File: src/verilog/io_overlay_pkg.sv
/* Shared constants for the board I/O overlay: pad counts, pad positions
   and the core-side tie-off pattern used while the JTAG overlay is active */

package io_overlay_pkg;

  ////////////////////
  // Pad counts
  ////////////////////

  parameter int NumMio = 16; // Muxed pads
  parameter int NumDio = 10; // Dedicated pads

  ////////////////////
  // Dedicated pads
  ////////////////////

  // USB device lines
  parameter int DioUsbDn       = 0;
  parameter int DioUsbDp       = 1;
  parameter int DioUsbD        = 2; // Single-ended receive data
  parameter int DioUsbSense    = 3; // VBUS sense
  parameter int DioUsbDnPullup = 4; // Its enable also marks a pin flip
  parameter int DioUsbDpPullup = 5;

  // SPI device lines, shared with JTAG when the overlay is on
  parameter int DioSpiSd1      = 6; // JTAG TDO
  parameter int DioSpiSd0      = 7; // JTAG TDI
  parameter int DioSpiCsb      = 8; // JTAG TMS
  parameter int DioSpiSck      = 9; // JTAG TCK

  ////////////////////
  // Muxed pads
  ////////////////////

  parameter int MioUphySel  = 2;  // Strap for the external USB PHY
  parameter int MioJtagEn   = 12; // Strap for the JTAG overlay
  parameter int MioJtagTrst = 13;
  parameter int MioJtagSrst = 14;

  ////////////////////
  // JTAG tie-off
  ////////////////////

  // Values the core reads on the borrowed dedicated pads
  // Chip select idles high so the SPI device stays deselected
  parameter logic [NumDio-1:0] JtagTieOff = NumDio'(1 << DioSpiCsb);

endpackage

File: src/verilog/pad_in_sync.sv
/* Brings the asynchronous pad inputs and external USB PHY receive lines
   into the main clock domain through a flop chain of configurable depth */

`timescale 1ns/1ps

module pad_in_sync #(
  parameter int SyncStages = 2
) (
  input  logic                              clk_main_i,
  input  logic                              arst_n_i,
  input  logic [io_overlay_pkg::NumMio-1:0] mio_pad_in_i,
  input  logic [io_overlay_pkg::NumDio-1:0] dio_pad_in_i,
  input  logic                              uphy_dp_rx_i,
  input  logic                              uphy_dn_rx_i,
  input  logic                              uphy_d_rx_i,
  input  logic                              uphy_sense_i,
  output logic [io_overlay_pkg::NumMio-1:0] mio_sync_o,
  output logic [io_overlay_pkg::NumDio-1:0] dio_sync_o,
  output logic                              uphy_dp_sync_o,
  output logic                              uphy_dn_sync_o,
  output logic                              uphy_d_sync_o,
  output logic                              uphy_sense_sync_o
);

  // Pads plus the four PHY lines
  localparam int SyncWidth = io_overlay_pkg::NumMio + io_overlay_pkg::NumDio + 4;

  logic [SyncWidth-1:0] sync_in;
  logic [SyncStages-1:0][SyncWidth-1:0] sync_q;

  // PHY lines on top, muxed pads at the bottom
  assign sync_in = {uphy_sense_i, uphy_d_rx_i, uphy_dn_rx_i, uphy_dp_rx_i,
                    dio_pad_in_i, mio_pad_in_i};

  always_ff @(posedge clk_main_i or negedge arst_n_i) begin
    if (!arst_n_i) begin
      sync_q <= '0;
    end else begin
      sync_q[0] <= sync_in;
      for (int i = 1; i < SyncStages; i++) begin
        sync_q[i] <= sync_q[i-1];
      end
    end
  end

  // Last stage splits back into the separate lines
  assign {uphy_sense_sync_o, uphy_d_sync_o, uphy_dn_sync_o, uphy_dp_sync_o,
          dio_sync_o, mio_sync_o} = sync_q[SyncStages-1];

endmodule

File: src/verilog/jtag_overlay_mux.sv
/* JTAG overlay between the synchronized pads and the core side. A strap pad
   lends the SPI device pads and two muxed pads to the JTAG port; all other
   pads pass straight through */

`timescale 1ns/1ps

module jtag_overlay_mux #(
  parameter bit JtagEnPolarity = 1'b1
) (
  // Pad side, already synchronized
  input  logic [io_overlay_pkg::NumMio-1:0] mio_pad_in_i,
  input  logic [io_overlay_pkg::NumDio-1:0] dio_pad_in_i,
  output logic [io_overlay_pkg::NumMio-1:0] mio_pad_out_o,
  output logic [io_overlay_pkg::NumMio-1:0] mio_pad_oe_o,
  output logic [io_overlay_pkg::NumDio-1:0] dio_pad_out_o,
  output logic [io_overlay_pkg::NumDio-1:0] dio_pad_oe_o,
  // Core side, dedicated pads via the USB mux
  input  logic [io_overlay_pkg::NumMio-1:0] mio_core_out_i,
  input  logic [io_overlay_pkg::NumMio-1:0] mio_core_oe_i,
  input  logic [io_overlay_pkg::NumDio-1:0] dio_umux_out_i,
  input  logic [io_overlay_pkg::NumDio-1:0] dio_umux_oe_i,
  output logic [io_overlay_pkg::NumMio-1:0] mio_core_in_o,
  output logic [io_overlay_pkg::NumDio-1:0] dio_umux_in_o,
  // JTAG port
  input  logic                              jtag_tdo_i,
  output logic                              jtag_tck_o,
  output logic                              jtag_tms_o,
  output logic                              jtag_tdi_o,
  output logic                              jtag_trst_n_o,
  output logic                              jtag_srst_n_o
);

  ////////////////////
  // Overlay masks
  ////////////////////

  // Dedicated pads taken over by JTAG
  localparam logic [io_overlay_pkg::NumDio-1:0] DioMask =
      io_overlay_pkg::NumDio'((1 << io_overlay_pkg::DioSpiSck) |
                              (1 << io_overlay_pkg::DioSpiCsb) |
                              (1 << io_overlay_pkg::DioSpiSd0) |
                              (1 << io_overlay_pkg::DioSpiSd1));

  // Muxed pads carrying the two resets
  localparam logic [io_overlay_pkg::NumMio-1:0] MioMask =
      io_overlay_pkg::NumMio'((1 << io_overlay_pkg::MioJtagTrst) |
                              (1 << io_overlay_pkg::MioJtagSrst));

  logic jtag_en;

  // Strap pad is never overlaid itself
  assign jtag_en = (mio_pad_in_i[io_overlay_pkg::MioJtagEn] == JtagEnPolarity);

  ////////////////////
  // Routing
  ////////////////////

  always_comb begin
    // Inactive overlay passes everything through
    mio_core_in_o = mio_pad_in_i;
    dio_umux_in_o = dio_pad_in_i;
    mio_pad_out_o = mio_core_out_i;
    mio_pad_oe_o  = mio_core_oe_i;
    dio_pad_out_o = dio_umux_out_i;
    dio_pad_oe_o  = dio_umux_oe_i;

    // Idle JTAG levels, TAP held in reset
    jtag_tck_o    = 1'b0;
    jtag_tms_o    = 1'b1;
    jtag_tdi_o    = 1'b0;
    jtag_trst_n_o = 1'b0;
    jtag_srst_n_o = 1'b1;

    if (jtag_en) begin
      // Core sees tie-offs on the borrowed pads
      mio_core_in_o = mio_pad_in_i & ~MioMask;
      dio_umux_in_o = (dio_pad_in_i & ~DioMask) | (io_overlay_pkg::JtagTieOff & DioMask);

      // Borrowed pads are not driven by the core
      mio_pad_out_o = mio_core_out_i & ~MioMask;
      mio_pad_oe_o  = mio_core_oe_i & ~MioMask;
      dio_pad_out_o = dio_umux_out_i & ~DioMask;
      dio_pad_oe_o  = dio_umux_oe_i & ~DioMask;

      // TDO is the only JTAG output
      dio_pad_out_o[io_overlay_pkg::DioSpiSd1] = jtag_tdo_i;
      dio_pad_oe_o[io_overlay_pkg::DioSpiSd1]  = 1'b1;

      jtag_tck_o    = dio_pad_in_i[io_overlay_pkg::DioSpiSck];
      jtag_tms_o    = dio_pad_in_i[io_overlay_pkg::DioSpiCsb];
      jtag_tdi_o    = dio_pad_in_i[io_overlay_pkg::DioSpiSd0];
      jtag_trst_n_o = mio_pad_in_i[io_overlay_pkg::MioJtagTrst];
      jtag_srst_n_o = mio_pad_in_i[io_overlay_pkg::MioJtagSrst];
    end
  end

endmodule

File: src/verilog/usb_pinflip_mux.sv
/* Undoes the core's USB D+/D- pin flip so the board always sees unflipped
   lines, and selects receive data from an external USB PHY when strapped */

`timescale 1ns/1ps

module usb_pinflip_mux (
  // Core side
  input  logic [io_overlay_pkg::NumDio-1:0] dio_core_out_i,
  input  logic [io_overlay_pkg::NumDio-1:0] dio_core_oe_i,
  output logic [io_overlay_pkg::NumDio-1:0] dio_core_in_o,
  // Toward the JTAG overlay
  output logic [io_overlay_pkg::NumDio-1:0] dio_umux_out_o,
  output logic [io_overlay_pkg::NumDio-1:0] dio_umux_oe_o,
  input  logic [io_overlay_pkg::NumDio-1:0] dio_umux_in_i,
  // External PHY
  input  logic                              uphy_sel_i,
  input  logic                              uphy_dp_rx_i,
  input  logic                              uphy_dn_rx_i,
  input  logic                              uphy_d_rx_i,
  input  logic                              uphy_sense_i,
  output logic                              uphy_dp_tx_o,
  output logic                              uphy_dn_tx_o,
  output logic                              uphy_oe_n_o,
  output logic                              uphy_dppullup_o
);

  logic undo_swap;
  logic rx_dp, rx_dn, rx_d, rx_sense;

  // Core flags a flip through the Dn pullup enable
  assign undo_swap = dio_core_oe_i[io_overlay_pkg::DioUsbDnPullup];

  ////////////////////
  // Receive source
  ////////////////////

  assign rx_dp    = uphy_sel_i ? uphy_dp_rx_i : dio_umux_in_i[io_overlay_pkg::DioUsbDp];
  assign rx_dn    = uphy_sel_i ? uphy_dn_rx_i : dio_umux_in_i[io_overlay_pkg::DioUsbDn];
  assign rx_d     = uphy_sel_i ? uphy_d_rx_i  : dio_umux_in_i[io_overlay_pkg::DioUsbD];
  assign rx_sense = uphy_sel_i ? uphy_sense_i : dio_umux_in_i[io_overlay_pkg::DioUsbSense];

  ////////////////////
  // Flip undo
  ////////////////////

  always_comb begin
    // Non-USB pads pass through
    dio_umux_out_o = dio_core_out_i;
    dio_umux_oe_o  = dio_core_oe_i;
    dio_core_in_o  = dio_umux_in_i;

    dio_core_in_o[io_overlay_pkg::DioUsbDp]    = rx_dp;
    dio_core_in_o[io_overlay_pkg::DioUsbDn]    = rx_dn;
    dio_core_in_o[io_overlay_pkg::DioUsbD]     = rx_d;
    dio_core_in_o[io_overlay_pkg::DioUsbSense] = rx_sense;

    if (undo_swap) begin
      // Differential pair, all three directions
      dio_umux_out_o[io_overlay_pkg::DioUsbDn] = dio_core_out_i[io_overlay_pkg::DioUsbDp];
      dio_umux_out_o[io_overlay_pkg::DioUsbDp] = dio_core_out_i[io_overlay_pkg::DioUsbDn];
      dio_umux_oe_o[io_overlay_pkg::DioUsbDn]  = dio_core_oe_i[io_overlay_pkg::DioUsbDp];
      dio_umux_oe_o[io_overlay_pkg::DioUsbDp]  = dio_core_oe_i[io_overlay_pkg::DioUsbDn];
      dio_core_in_o[io_overlay_pkg::DioUsbDn]  = rx_dp;
      dio_core_in_o[io_overlay_pkg::DioUsbDp]  = rx_dn;

      // Single-ended D flips polarity, enable untouched
      dio_umux_out_o[io_overlay_pkg::DioUsbD] = ~dio_core_out_i[io_overlay_pkg::DioUsbD];
      dio_core_in_o[io_overlay_pkg::DioUsbD]  = ~rx_d;

      // Pullups swap on the output side only
      dio_umux_out_o[io_overlay_pkg::DioUsbDnPullup] =
          dio_core_out_i[io_overlay_pkg::DioUsbDpPullup];
      dio_umux_out_o[io_overlay_pkg::DioUsbDpPullup] =
          dio_core_out_i[io_overlay_pkg::DioUsbDnPullup];
      dio_umux_oe_o[io_overlay_pkg::DioUsbDnPullup] =
          dio_core_oe_i[io_overlay_pkg::DioUsbDpPullup];
      dio_umux_oe_o[io_overlay_pkg::DioUsbDpPullup] =
          dio_core_oe_i[io_overlay_pkg::DioUsbDnPullup];
    end
  end

  ////////////////////
  // PHY outputs
  ////////////////////

  // Always driven from the remapped lines
  assign uphy_dp_tx_o    = dio_umux_out_o[io_overlay_pkg::DioUsbDp];
  assign uphy_dn_tx_o    = dio_umux_out_o[io_overlay_pkg::DioUsbDn];
  assign uphy_oe_n_o     = ~dio_umux_oe_o[io_overlay_pkg::DioUsbDp]; // Active low
  assign uphy_dppullup_o = dio_umux_out_o[io_overlay_pkg::DioUsbDpPullup] &
                           dio_umux_oe_o[io_overlay_pkg::DioUsbDpPullup];

endmodule

File: src/verilog/io_overlay_top.sv
/* Pad-side I/O routing of the board wrapper. Pad inputs are synchronized, then
   pass the JTAG overlay and the USB pin-flip mux on their way to the core;
   core outputs take the reverse path to the pads and the external USB PHY */

`timescale 1ns/1ps

module io_overlay_top #(
  parameter int SyncStages     = 2,
  parameter bit JtagEnPolarity = 1'b1
) (
  input  logic                              clk_main_i,
  input  logic                              arst_n_i,
  // Pads
  input  logic [io_overlay_pkg::NumMio-1:0] mio_pad_in_i,
  input  logic [io_overlay_pkg::NumDio-1:0] dio_pad_in_i,
  output logic [io_overlay_pkg::NumMio-1:0] mio_pad_out_o,
  output logic [io_overlay_pkg::NumMio-1:0] mio_pad_oe_o,
  output logic [io_overlay_pkg::NumDio-1:0] dio_pad_out_o,
  output logic [io_overlay_pkg::NumDio-1:0] dio_pad_oe_o,
  // Core
  input  logic [io_overlay_pkg::NumMio-1:0] mio_core_out_i,
  input  logic [io_overlay_pkg::NumMio-1:0] mio_core_oe_i,
  input  logic [io_overlay_pkg::NumDio-1:0] dio_core_out_i,
  input  logic [io_overlay_pkg::NumDio-1:0] dio_core_oe_i,
  output logic [io_overlay_pkg::NumMio-1:0] mio_core_in_o,
  output logic [io_overlay_pkg::NumDio-1:0] dio_core_in_o,
  // JTAG port
  input  logic                              jtag_tdo_i,
  output logic                              jtag_tck_o,
  output logic                              jtag_tms_o,
  output logic                              jtag_tdi_o,
  output logic                              jtag_trst_n_o,
  output logic                              jtag_srst_n_o,
  // External USB PHY
  input  logic                              uphy_dp_rx_i,
  input  logic                              uphy_dn_rx_i,
  input  logic                              uphy_d_rx_i,
  input  logic                              uphy_sense_i,
  output logic                              uphy_dp_tx_o,
  output logic                              uphy_dn_tx_o,
  output logic                              uphy_oe_n_o,
  output logic                              uphy_dppullup_o
);

  logic [io_overlay_pkg::NumMio-1:0] mio_sync;
  logic [io_overlay_pkg::NumDio-1:0] dio_sync;
  logic uphy_dp_sync, uphy_dn_sync, uphy_d_sync, uphy_sense_sync;

  // Between the JTAG overlay and the USB mux
  logic [io_overlay_pkg::NumDio-1:0] dio_umux_out, dio_umux_oe, dio_umux_in;

  ////////////////////
  // Input sync
  ////////////////////

  pad_in_sync #(
    .SyncStages (SyncStages)
  ) i_pad_in_sync (
    .clk_main_i        (clk_main_i),
    .arst_n_i          (arst_n_i),
    .mio_pad_in_i      (mio_pad_in_i),
    .dio_pad_in_i      (dio_pad_in_i),
    .uphy_dp_rx_i      (uphy_dp_rx_i),
    .uphy_dn_rx_i      (uphy_dn_rx_i),
    .uphy_d_rx_i       (uphy_d_rx_i),
    .uphy_sense_i      (uphy_sense_i),
    .mio_sync_o        (mio_sync),
    .dio_sync_o        (dio_sync),
    .uphy_dp_sync_o    (uphy_dp_sync),
    .uphy_dn_sync_o    (uphy_dn_sync),
    .uphy_d_sync_o     (uphy_d_sync),
    .uphy_sense_sync_o (uphy_sense_sync)
  );

  ////////////////////
  // JTAG overlay
  ////////////////////

  jtag_overlay_mux #(
    .JtagEnPolarity (JtagEnPolarity)
  ) i_jtag_overlay_mux (
    .mio_pad_in_i   (mio_sync),
    .dio_pad_in_i   (dio_sync),
    .mio_pad_out_o  (mio_pad_out_o),
    .mio_pad_oe_o   (mio_pad_oe_o),
    .dio_pad_out_o  (dio_pad_out_o),
    .dio_pad_oe_o   (dio_pad_oe_o),
    .mio_core_out_i (mio_core_out_i),
    .mio_core_oe_i  (mio_core_oe_i),
    .dio_umux_out_i (dio_umux_out),
    .dio_umux_oe_i  (dio_umux_oe),
    .mio_core_in_o  (mio_core_in_o), // Muxed pads go straight to the core
    .dio_umux_in_o  (dio_umux_in),
    .jtag_tdo_i     (jtag_tdo_i),
    .jtag_tck_o     (jtag_tck_o),
    .jtag_tms_o     (jtag_tms_o),
    .jtag_tdi_o     (jtag_tdi_o),
    .jtag_trst_n_o  (jtag_trst_n_o),
    .jtag_srst_n_o  (jtag_srst_n_o)
  );

  ////////////////////
  // USB pin flip
  ////////////////////

  usb_pinflip_mux i_usb_pinflip_mux (
    .dio_core_out_i  (dio_core_out_i),
    .dio_core_oe_i   (dio_core_oe_i),
    .dio_core_in_o   (dio_core_in_o),
    .dio_umux_out_o  (dio_umux_out),
    .dio_umux_oe_o   (dio_umux_oe),
    .dio_umux_in_i   (dio_umux_in),
    .uphy_sel_i      (mio_sync[io_overlay_pkg::MioUphySel]), // Strap taken before the overlay
    .uphy_dp_rx_i    (uphy_dp_sync),
    .uphy_dn_rx_i    (uphy_dn_sync),
    .uphy_d_rx_i     (uphy_d_sync),
    .uphy_sense_i    (uphy_sense_sync),
    .uphy_dp_tx_o    (uphy_dp_tx_o),
    .uphy_dn_tx_o    (uphy_dn_tx_o),
    .uphy_oe_n_o     (uphy_oe_n_o),
    .uphy_dppullup_o (uphy_dppullup_o)
  );

endmodule

File: config.mk
export PLATFORM = sky130hd
export DESIGN_NAME = io_overlay_top
export DESIGN_NICKNAME = d
export VERILOG_FILES = /design/src/verilog/io_overlay_pkg.sv /design/src/verilog/pad_in_sync.sv /design/src/verilog/jtag_overlay_mux.sv /design/src/verilog/usb_pinflip_mux.sv /design/src/verilog/io_overlay_top.sv
export SDC_FILE = /design/constraint.sdc
export NUM_CORES = 1
export LEC_CHECK = 0
export BUFFER_PORTS_ARGS = -buffer_cell sky130_fd_sc_hd__buf_4
export CAP_MARGIN = 20
export CORE_MARGIN = 4
export CORE_UTILIZATION = 44
export CTS_BUF_LIST = sky130_fd_sc_hd__clkbuf_8
export CTS_CLUSTER_DIAMETER = 100
export DETAILED_ROUTE_END_ITERATION = 10
export GPL_TIMING_DRIVEN = 0
export PLACE_DENSITY = 0.88
export SYNTH_ARGS = -nofsm -noshare
export SYNTH_HDL_FRONTEND = slang
export SYNTH_SLANG_ARGS = --single-unit
export TNS_END_PERCENT = 1
File: constraint.sdc
create_clock -name clk_main_i -period 3.13 [get_ports clk_main_i]
set_clock_uncertainty 0.05 [all_clocks]
set_input_delay 0.626 -clock clk_main_i [delete_from_list [all_inputs] [get_ports clk_main_i]]
set_output_delay 0.626 -clock clk_main_i [all_outputs]
set_load 0.02 [all_outputs]
# [After elaboration in Yosys (flattened, before gate mapping)]
# Index checks and enable logic that the tools add are counted.
[op_classes] bitwise_logic=4 n_shift=0 n_reduce_logical=0 mul=0 addsub=0 div_mod_pow=0 magnitude_cmp=0 mux=20 n_eq_ne=0
[op_table] operator="15-bit two-way mux" count=3
[op_table] operator="10-bit two-way mux" count=3
[op_table] operator="1-bit two-way mux" count=9
[op_table] operator="2-bit two-way mux" count=3
[op_table] operator="3-bit two-way mux" count=2
[op_table] operator="1-bit NOT" count=3
[op_table] operator="1-bit AND" count=1
[word_totals] latch_bits=0 input_bits=85 mem_count=0 wordCells=26 ram_bits=0 reg_bits=60 romBits=0

# [Logic depth before layout (Yosys ltp)]
[logic_depth] depth_word=4 depth_mapped=3 ltp_nobuf=2

# [Hierarchy]
# Synthesis repeated with hierarchy kept, for this count alone.
[hier_totals] hier_cells=211 area_unflattened_um2=2657.5
[modules_own_cells] module="pad_in_sync" instances=1 cells_per_inst=86 seq_area_each_um2=1501.4 area_per_inst_um2=1696.6
[modules_own_cells] module="jtag_overlay_mux" instances=1 cells_per_inst=85 seq_area_each_um2=0.0 area_per_inst_um2=616.8
[modules_own_cells] module="usb_pinflip_mux" instances=1 cells_per_inst=40 seq_area_each_um2=0.0 area_per_inst_um2=344.1

# [Least setup slack after synthesis]
# OpenSTA, ideal clock, no wires.
[synth_path] path_type="input port to output port" start="input port dio_core_oe_i[4] in the netlist's numbering" end="output port dio_pad_oe_o[1] in the netlist's numbering" arrival_ns=1.448 required_ns=2.454 path_slack_ns=1.006 cell_stages=3 path_cell_list="buf_4 mux2i_1 inv_1"
[synth_via] elab_chain_len=2
[synth_lines] item="start: declaration" line="io_overlay_top.sv:24" text="input logic [io_overlay_pkg::NumDio-1:0] dio_core_oe_i,"
[synth_lines] item="2-bit two-way mux" line="usb_pinflip_mux.sv:57" text="if (undo_swap) begin"
[synth_lines] item="10-bit two-way mux" line="jtag_overlay_mux.sv:74" text="if (jtag_en) begin"
[synth_lines] item="end: declaration" line="io_overlay_top.sv:19" text="output logic [io_overlay_pkg::NumDio-1:0] dio_pad_oe_o,"
# No other way between the ends.

# [Final worst setup path]
[layout_path] start="register i_pad_in_sync.sync_q, in the netlist i_pad_in_sync.mio_sync_o[2]" end="output port dio_core_in_o[1] in the netlist's numbering"
[layout_via] elab_chain_len=2 word_cells_on_any_way=3
[layout_lines] item="start: declaration" line="pad_in_sync.sv:29" text="logic [SyncStages-1:0][SyncWidth-1:0] sync_q;"
[layout_lines] item="start signal: indexed assignment" line="pad_in_sync.sv:41" text="sync_q[i] <= sync_q[i-1];"
[layout_lines] item="1-bit two-way mux, on equally long branches" line="usb_pinflip_mux.sv:37, usb_pinflip_mux.sv:38"
[layout_lines] item="3-bit two-way mux *" line="usb_pinflip_mux.sv:57"
[layout_lines] item="end: declaration" line="io_overlay_top.sv:26" text="output logic [io_overlay_pkg::NumDio-1:0] dio_core_in_o,"
# Every way passes the cells marked *; elsewhere a longest branch is shown, timed or not.

==> results.md <==
* Met3 Wirelength at 789 um
* Htree depth at 3
* Total nets after synthesis at 240
* Reg-to-reg slack, setup at 2.58 ns
* Outcome: finished, final reports clean
* Final estimated routing congestion in global placement at 0.689
* Layout area overhead at 58.5%
* Most common cell after layout, fill and taps aside: buf_4
* Crit-path cells: mux4_1, buf_4
* Root Driver: clkbuf_8
* Final HPWL DP at 4380 um
* Commonest non-fill, non-tap cells in the layout: buf_4 (191), dfrtp_1 (60), nor2b_1 (14)
* GRT Util Overall at 0.169
* Max VDD drop at 0.457 mV
* Slowest-stage cell, CP: mux4_1
* Slew at the pin with the worst max-slew slack at 0.683 ns
* Share of layout cells above drive strength 1 at 0.687
* Ports at 172
* Crit path DAT at 1.52 ns
* Final setup fails at 0
* Ant. Diodes at 0
* Critical Path Start: i_pad_in_sync.mio_sync_o[2]
* Max Slew Vio Count at 0
* Via density at 4.16
* Clock Latency Late Sink at 0.31 ns
* Setup crit end kind: output pin
* Site Rows at 25
* Vias in the first global route at 1,661
* Reg2reg end: i_pad_in_sync.mio_sync_o[5]
* RSZ-0062 raised after global routing: false
* Routed metal-1 wirelength at 1580 um
* Reg2reg start: i_pad_in_sync.sync_q[5]
* DR top layer: met4
* Drt drc at 0
* Largest net degree at the start of global routing at 61
* Final min period at 2.20 ns
* Final count of hold timing violations at 0
* Core area at 0.00482 mm^2
* Period utilization at 0.702
* Vert. Die Dim at 79.2 um
* Placed cells at 362
* Hold_buf cts at 0
* Worst-path clk slew at 0.06 ns
* CTS max path bufs at 2
* Crit path to: dio_core_in_o[1]
* Max incr delay on CP at 0.58 ns
* Synth Instances at 155
* Die Area at 0.00627 mm^2
* Hold/Removal Path Class: reg -> reg
* Syn. warnings at 0
* Sum Neg Setup Slack at 0 ns
* Final worst slack at 0.933 ns
* Wire length per cell at 14.5 um
* Met2 wire len at 2990 um
* CP Launch Type: flip-flop
* Max-slew headroom at 0.545
* Synth unique cells at 17
* Final wirelength at 5460 um
* Initial DRC Count at 24
* Crit Path Category: reg -> out
* CTS tree: done
* Post-synthesis register bit count at 60
* Sequential fraction of the synthesis area at 0.674
* First-pass DRT Iterations at 2
* Fmax at 0.455 GHz
* TritonCTS Buffers at 9
* Via count at 1,569
* Initial antenna violation count at 0
* # Post-CTS Setup Buffers at 0
* Place WS at 1.05 ns
* WP data required at 2.45 ns
* First-pass GRT wire length at 7870 um
* P_leak at 0.00186 uW
* Synthesized area at 0.00223 mm^2
* Number of nets with antenna violations after routing at 0
* Post_cts resized at 0
* Maxcap violations at 0
* Final #Nets at 391
* Mean Syn Cell Area at 14.4 um^2
* Non-Filler Instances at 377
* Die Wd at 79.2 um
* Highest net fanout along the worst path at 5
* Pwr per Cell Area at 491 mW/mm^2
* Hold Path Depth at 0
* IO buf count at 140
* R2R cell count at 0
* GRT overflow at 0
* Effective utilization at floorplan at 0.463
* CTS Sinks at 60
layer usage:
metal | vias up | global-route usage
li1 | 736 | -
met1 | 725 | 0.150
met2 | 99 | 0.308
met3 | 9 | 0.0930
met4 | 0 | 0.0773
met5 | - | 0
worst max-delay path, delay by kind of cell, from the launching register on:
kind	cells	cell delay (ns)
buffers and inverters	1	0.17
DFF	1	0.45
muxes	1	0.58
Yosys cell counts:
cell | count | share of area
dfrtp_1 | 60 | 0.67
buf_4 | 51 | 0.17
nor2b_1 | 14 | 0.039
mux2_2 | 6 | 0.030
and2_1 | 4 | 0.011
or2_2 | 3 | 0.0084
clkbuf_1 | 2 | 0.0034
inv_1 | 2 | 0.0034
mux2i_1 | 2 | 0.0090
mux4_1 | 2 | 0.024
nand2_1 | 2 | 0.0034
nand2b_1 | 2 | 0.0056
and2b_1 | 1 | 0.0034
nand3b_1 | 1 | 0.0034
o21ai_0 | 1 | 0.0022
xnor2_1 | 1 | 0.0039
xor2_1 | 1 | 0.0039
power by group:
part / total, uW / switching (uW) / internal, uW
Combinational: 343 / 161 / 182
Sequential: 830 / 14.1 / 815
Clock: 564 / 247 / 317
Total: 1740 / 422 / 1310
state kept, by name, summed over array words and instances, names as in the netlist:
signal,flops
i_pad_in_sync.dio_sync_o,10
i_pad_in_sync.uphy_dp_sync_o,1
i_pad_in_sync.uphy_dn_sync_o,1
i_pad_in_sync.uphy_d_sync_o,1
i_pad_in_sync.sync_q,30
i_pad_in_sync.mio_sync_o,16
i_pad_in_sync.uphy_sense_sync_o,1
worst min path at each step:
| stage | from | end | slack (ns) |
|---|---|---|---|
| 5_1_grt | i_pad_in_sync.sync_q[25] | i_pad_in_sync.dio_sync_o[9] | 0.30 |
| 6_report | i_pad_in_sync.sync_q[25] | i_pad_in_sync.dio_sync_o[9] | 0.29 |
| 4_1_cts | i_pad_in_sync.sync_q[25] | i_pad_in_sync.dio_sync_o[9] | 0.30 |
| 3_3_place_gp | i_pad_in_sync.sync_q[8] | i_pad_in_sync.mio_sync_o[8] | 0.28 |
| 3_5_place_dp | i_pad_in_sync.sync_q[20] | i_pad_in_sync.dio_sync_o[4] | 0.28 |
| 2_1_floorplan | arst_n_i | i_pad_in_sync.dio_sync_o[0] | 0.28 |
final cells by class:
class | instances | area, um^2
plain buffers | 53 | 390
clock buffers | 11 | 151
clock inverters | 4 | 17.5
fillers | 336 | 1280
inverters | 2 | 7.51
multi-input cells | 40 | 329
flip-flops and latches | 60 | 1500
well taps | 67 | 83.8
repair buffers | 140 | 1050
kinds of logic after synthesis:
kind of cell,after synthesis,synth area share
xor+xnor,2,0.00786
simple gates,27,0.0747
flops,60,0.674
mux,10,0.0629
buf+inv,55,0.179
compound gates,1,0.00224
stage by stage:
step / area [um^2] / total power (uW) / hold slack [ns] / utilization
5_1_grt: 3530 / 1820 / 0.296 / 0.733
2_1_floorplan: 2230 / 1010 / 0.280 / -
6_report: 3530 / 1740 / 0.295 / 0.733
4_1_cts: 3530 / 1760 / 0.298 / 0.733
3_5_place_dp: 3360 / 1190 / 0.285 / 0.698
3_3_place_gp: 3360 / 1180 / 0.281 / 0.698
Note: power is estimated with default switching activity, not from simulation.
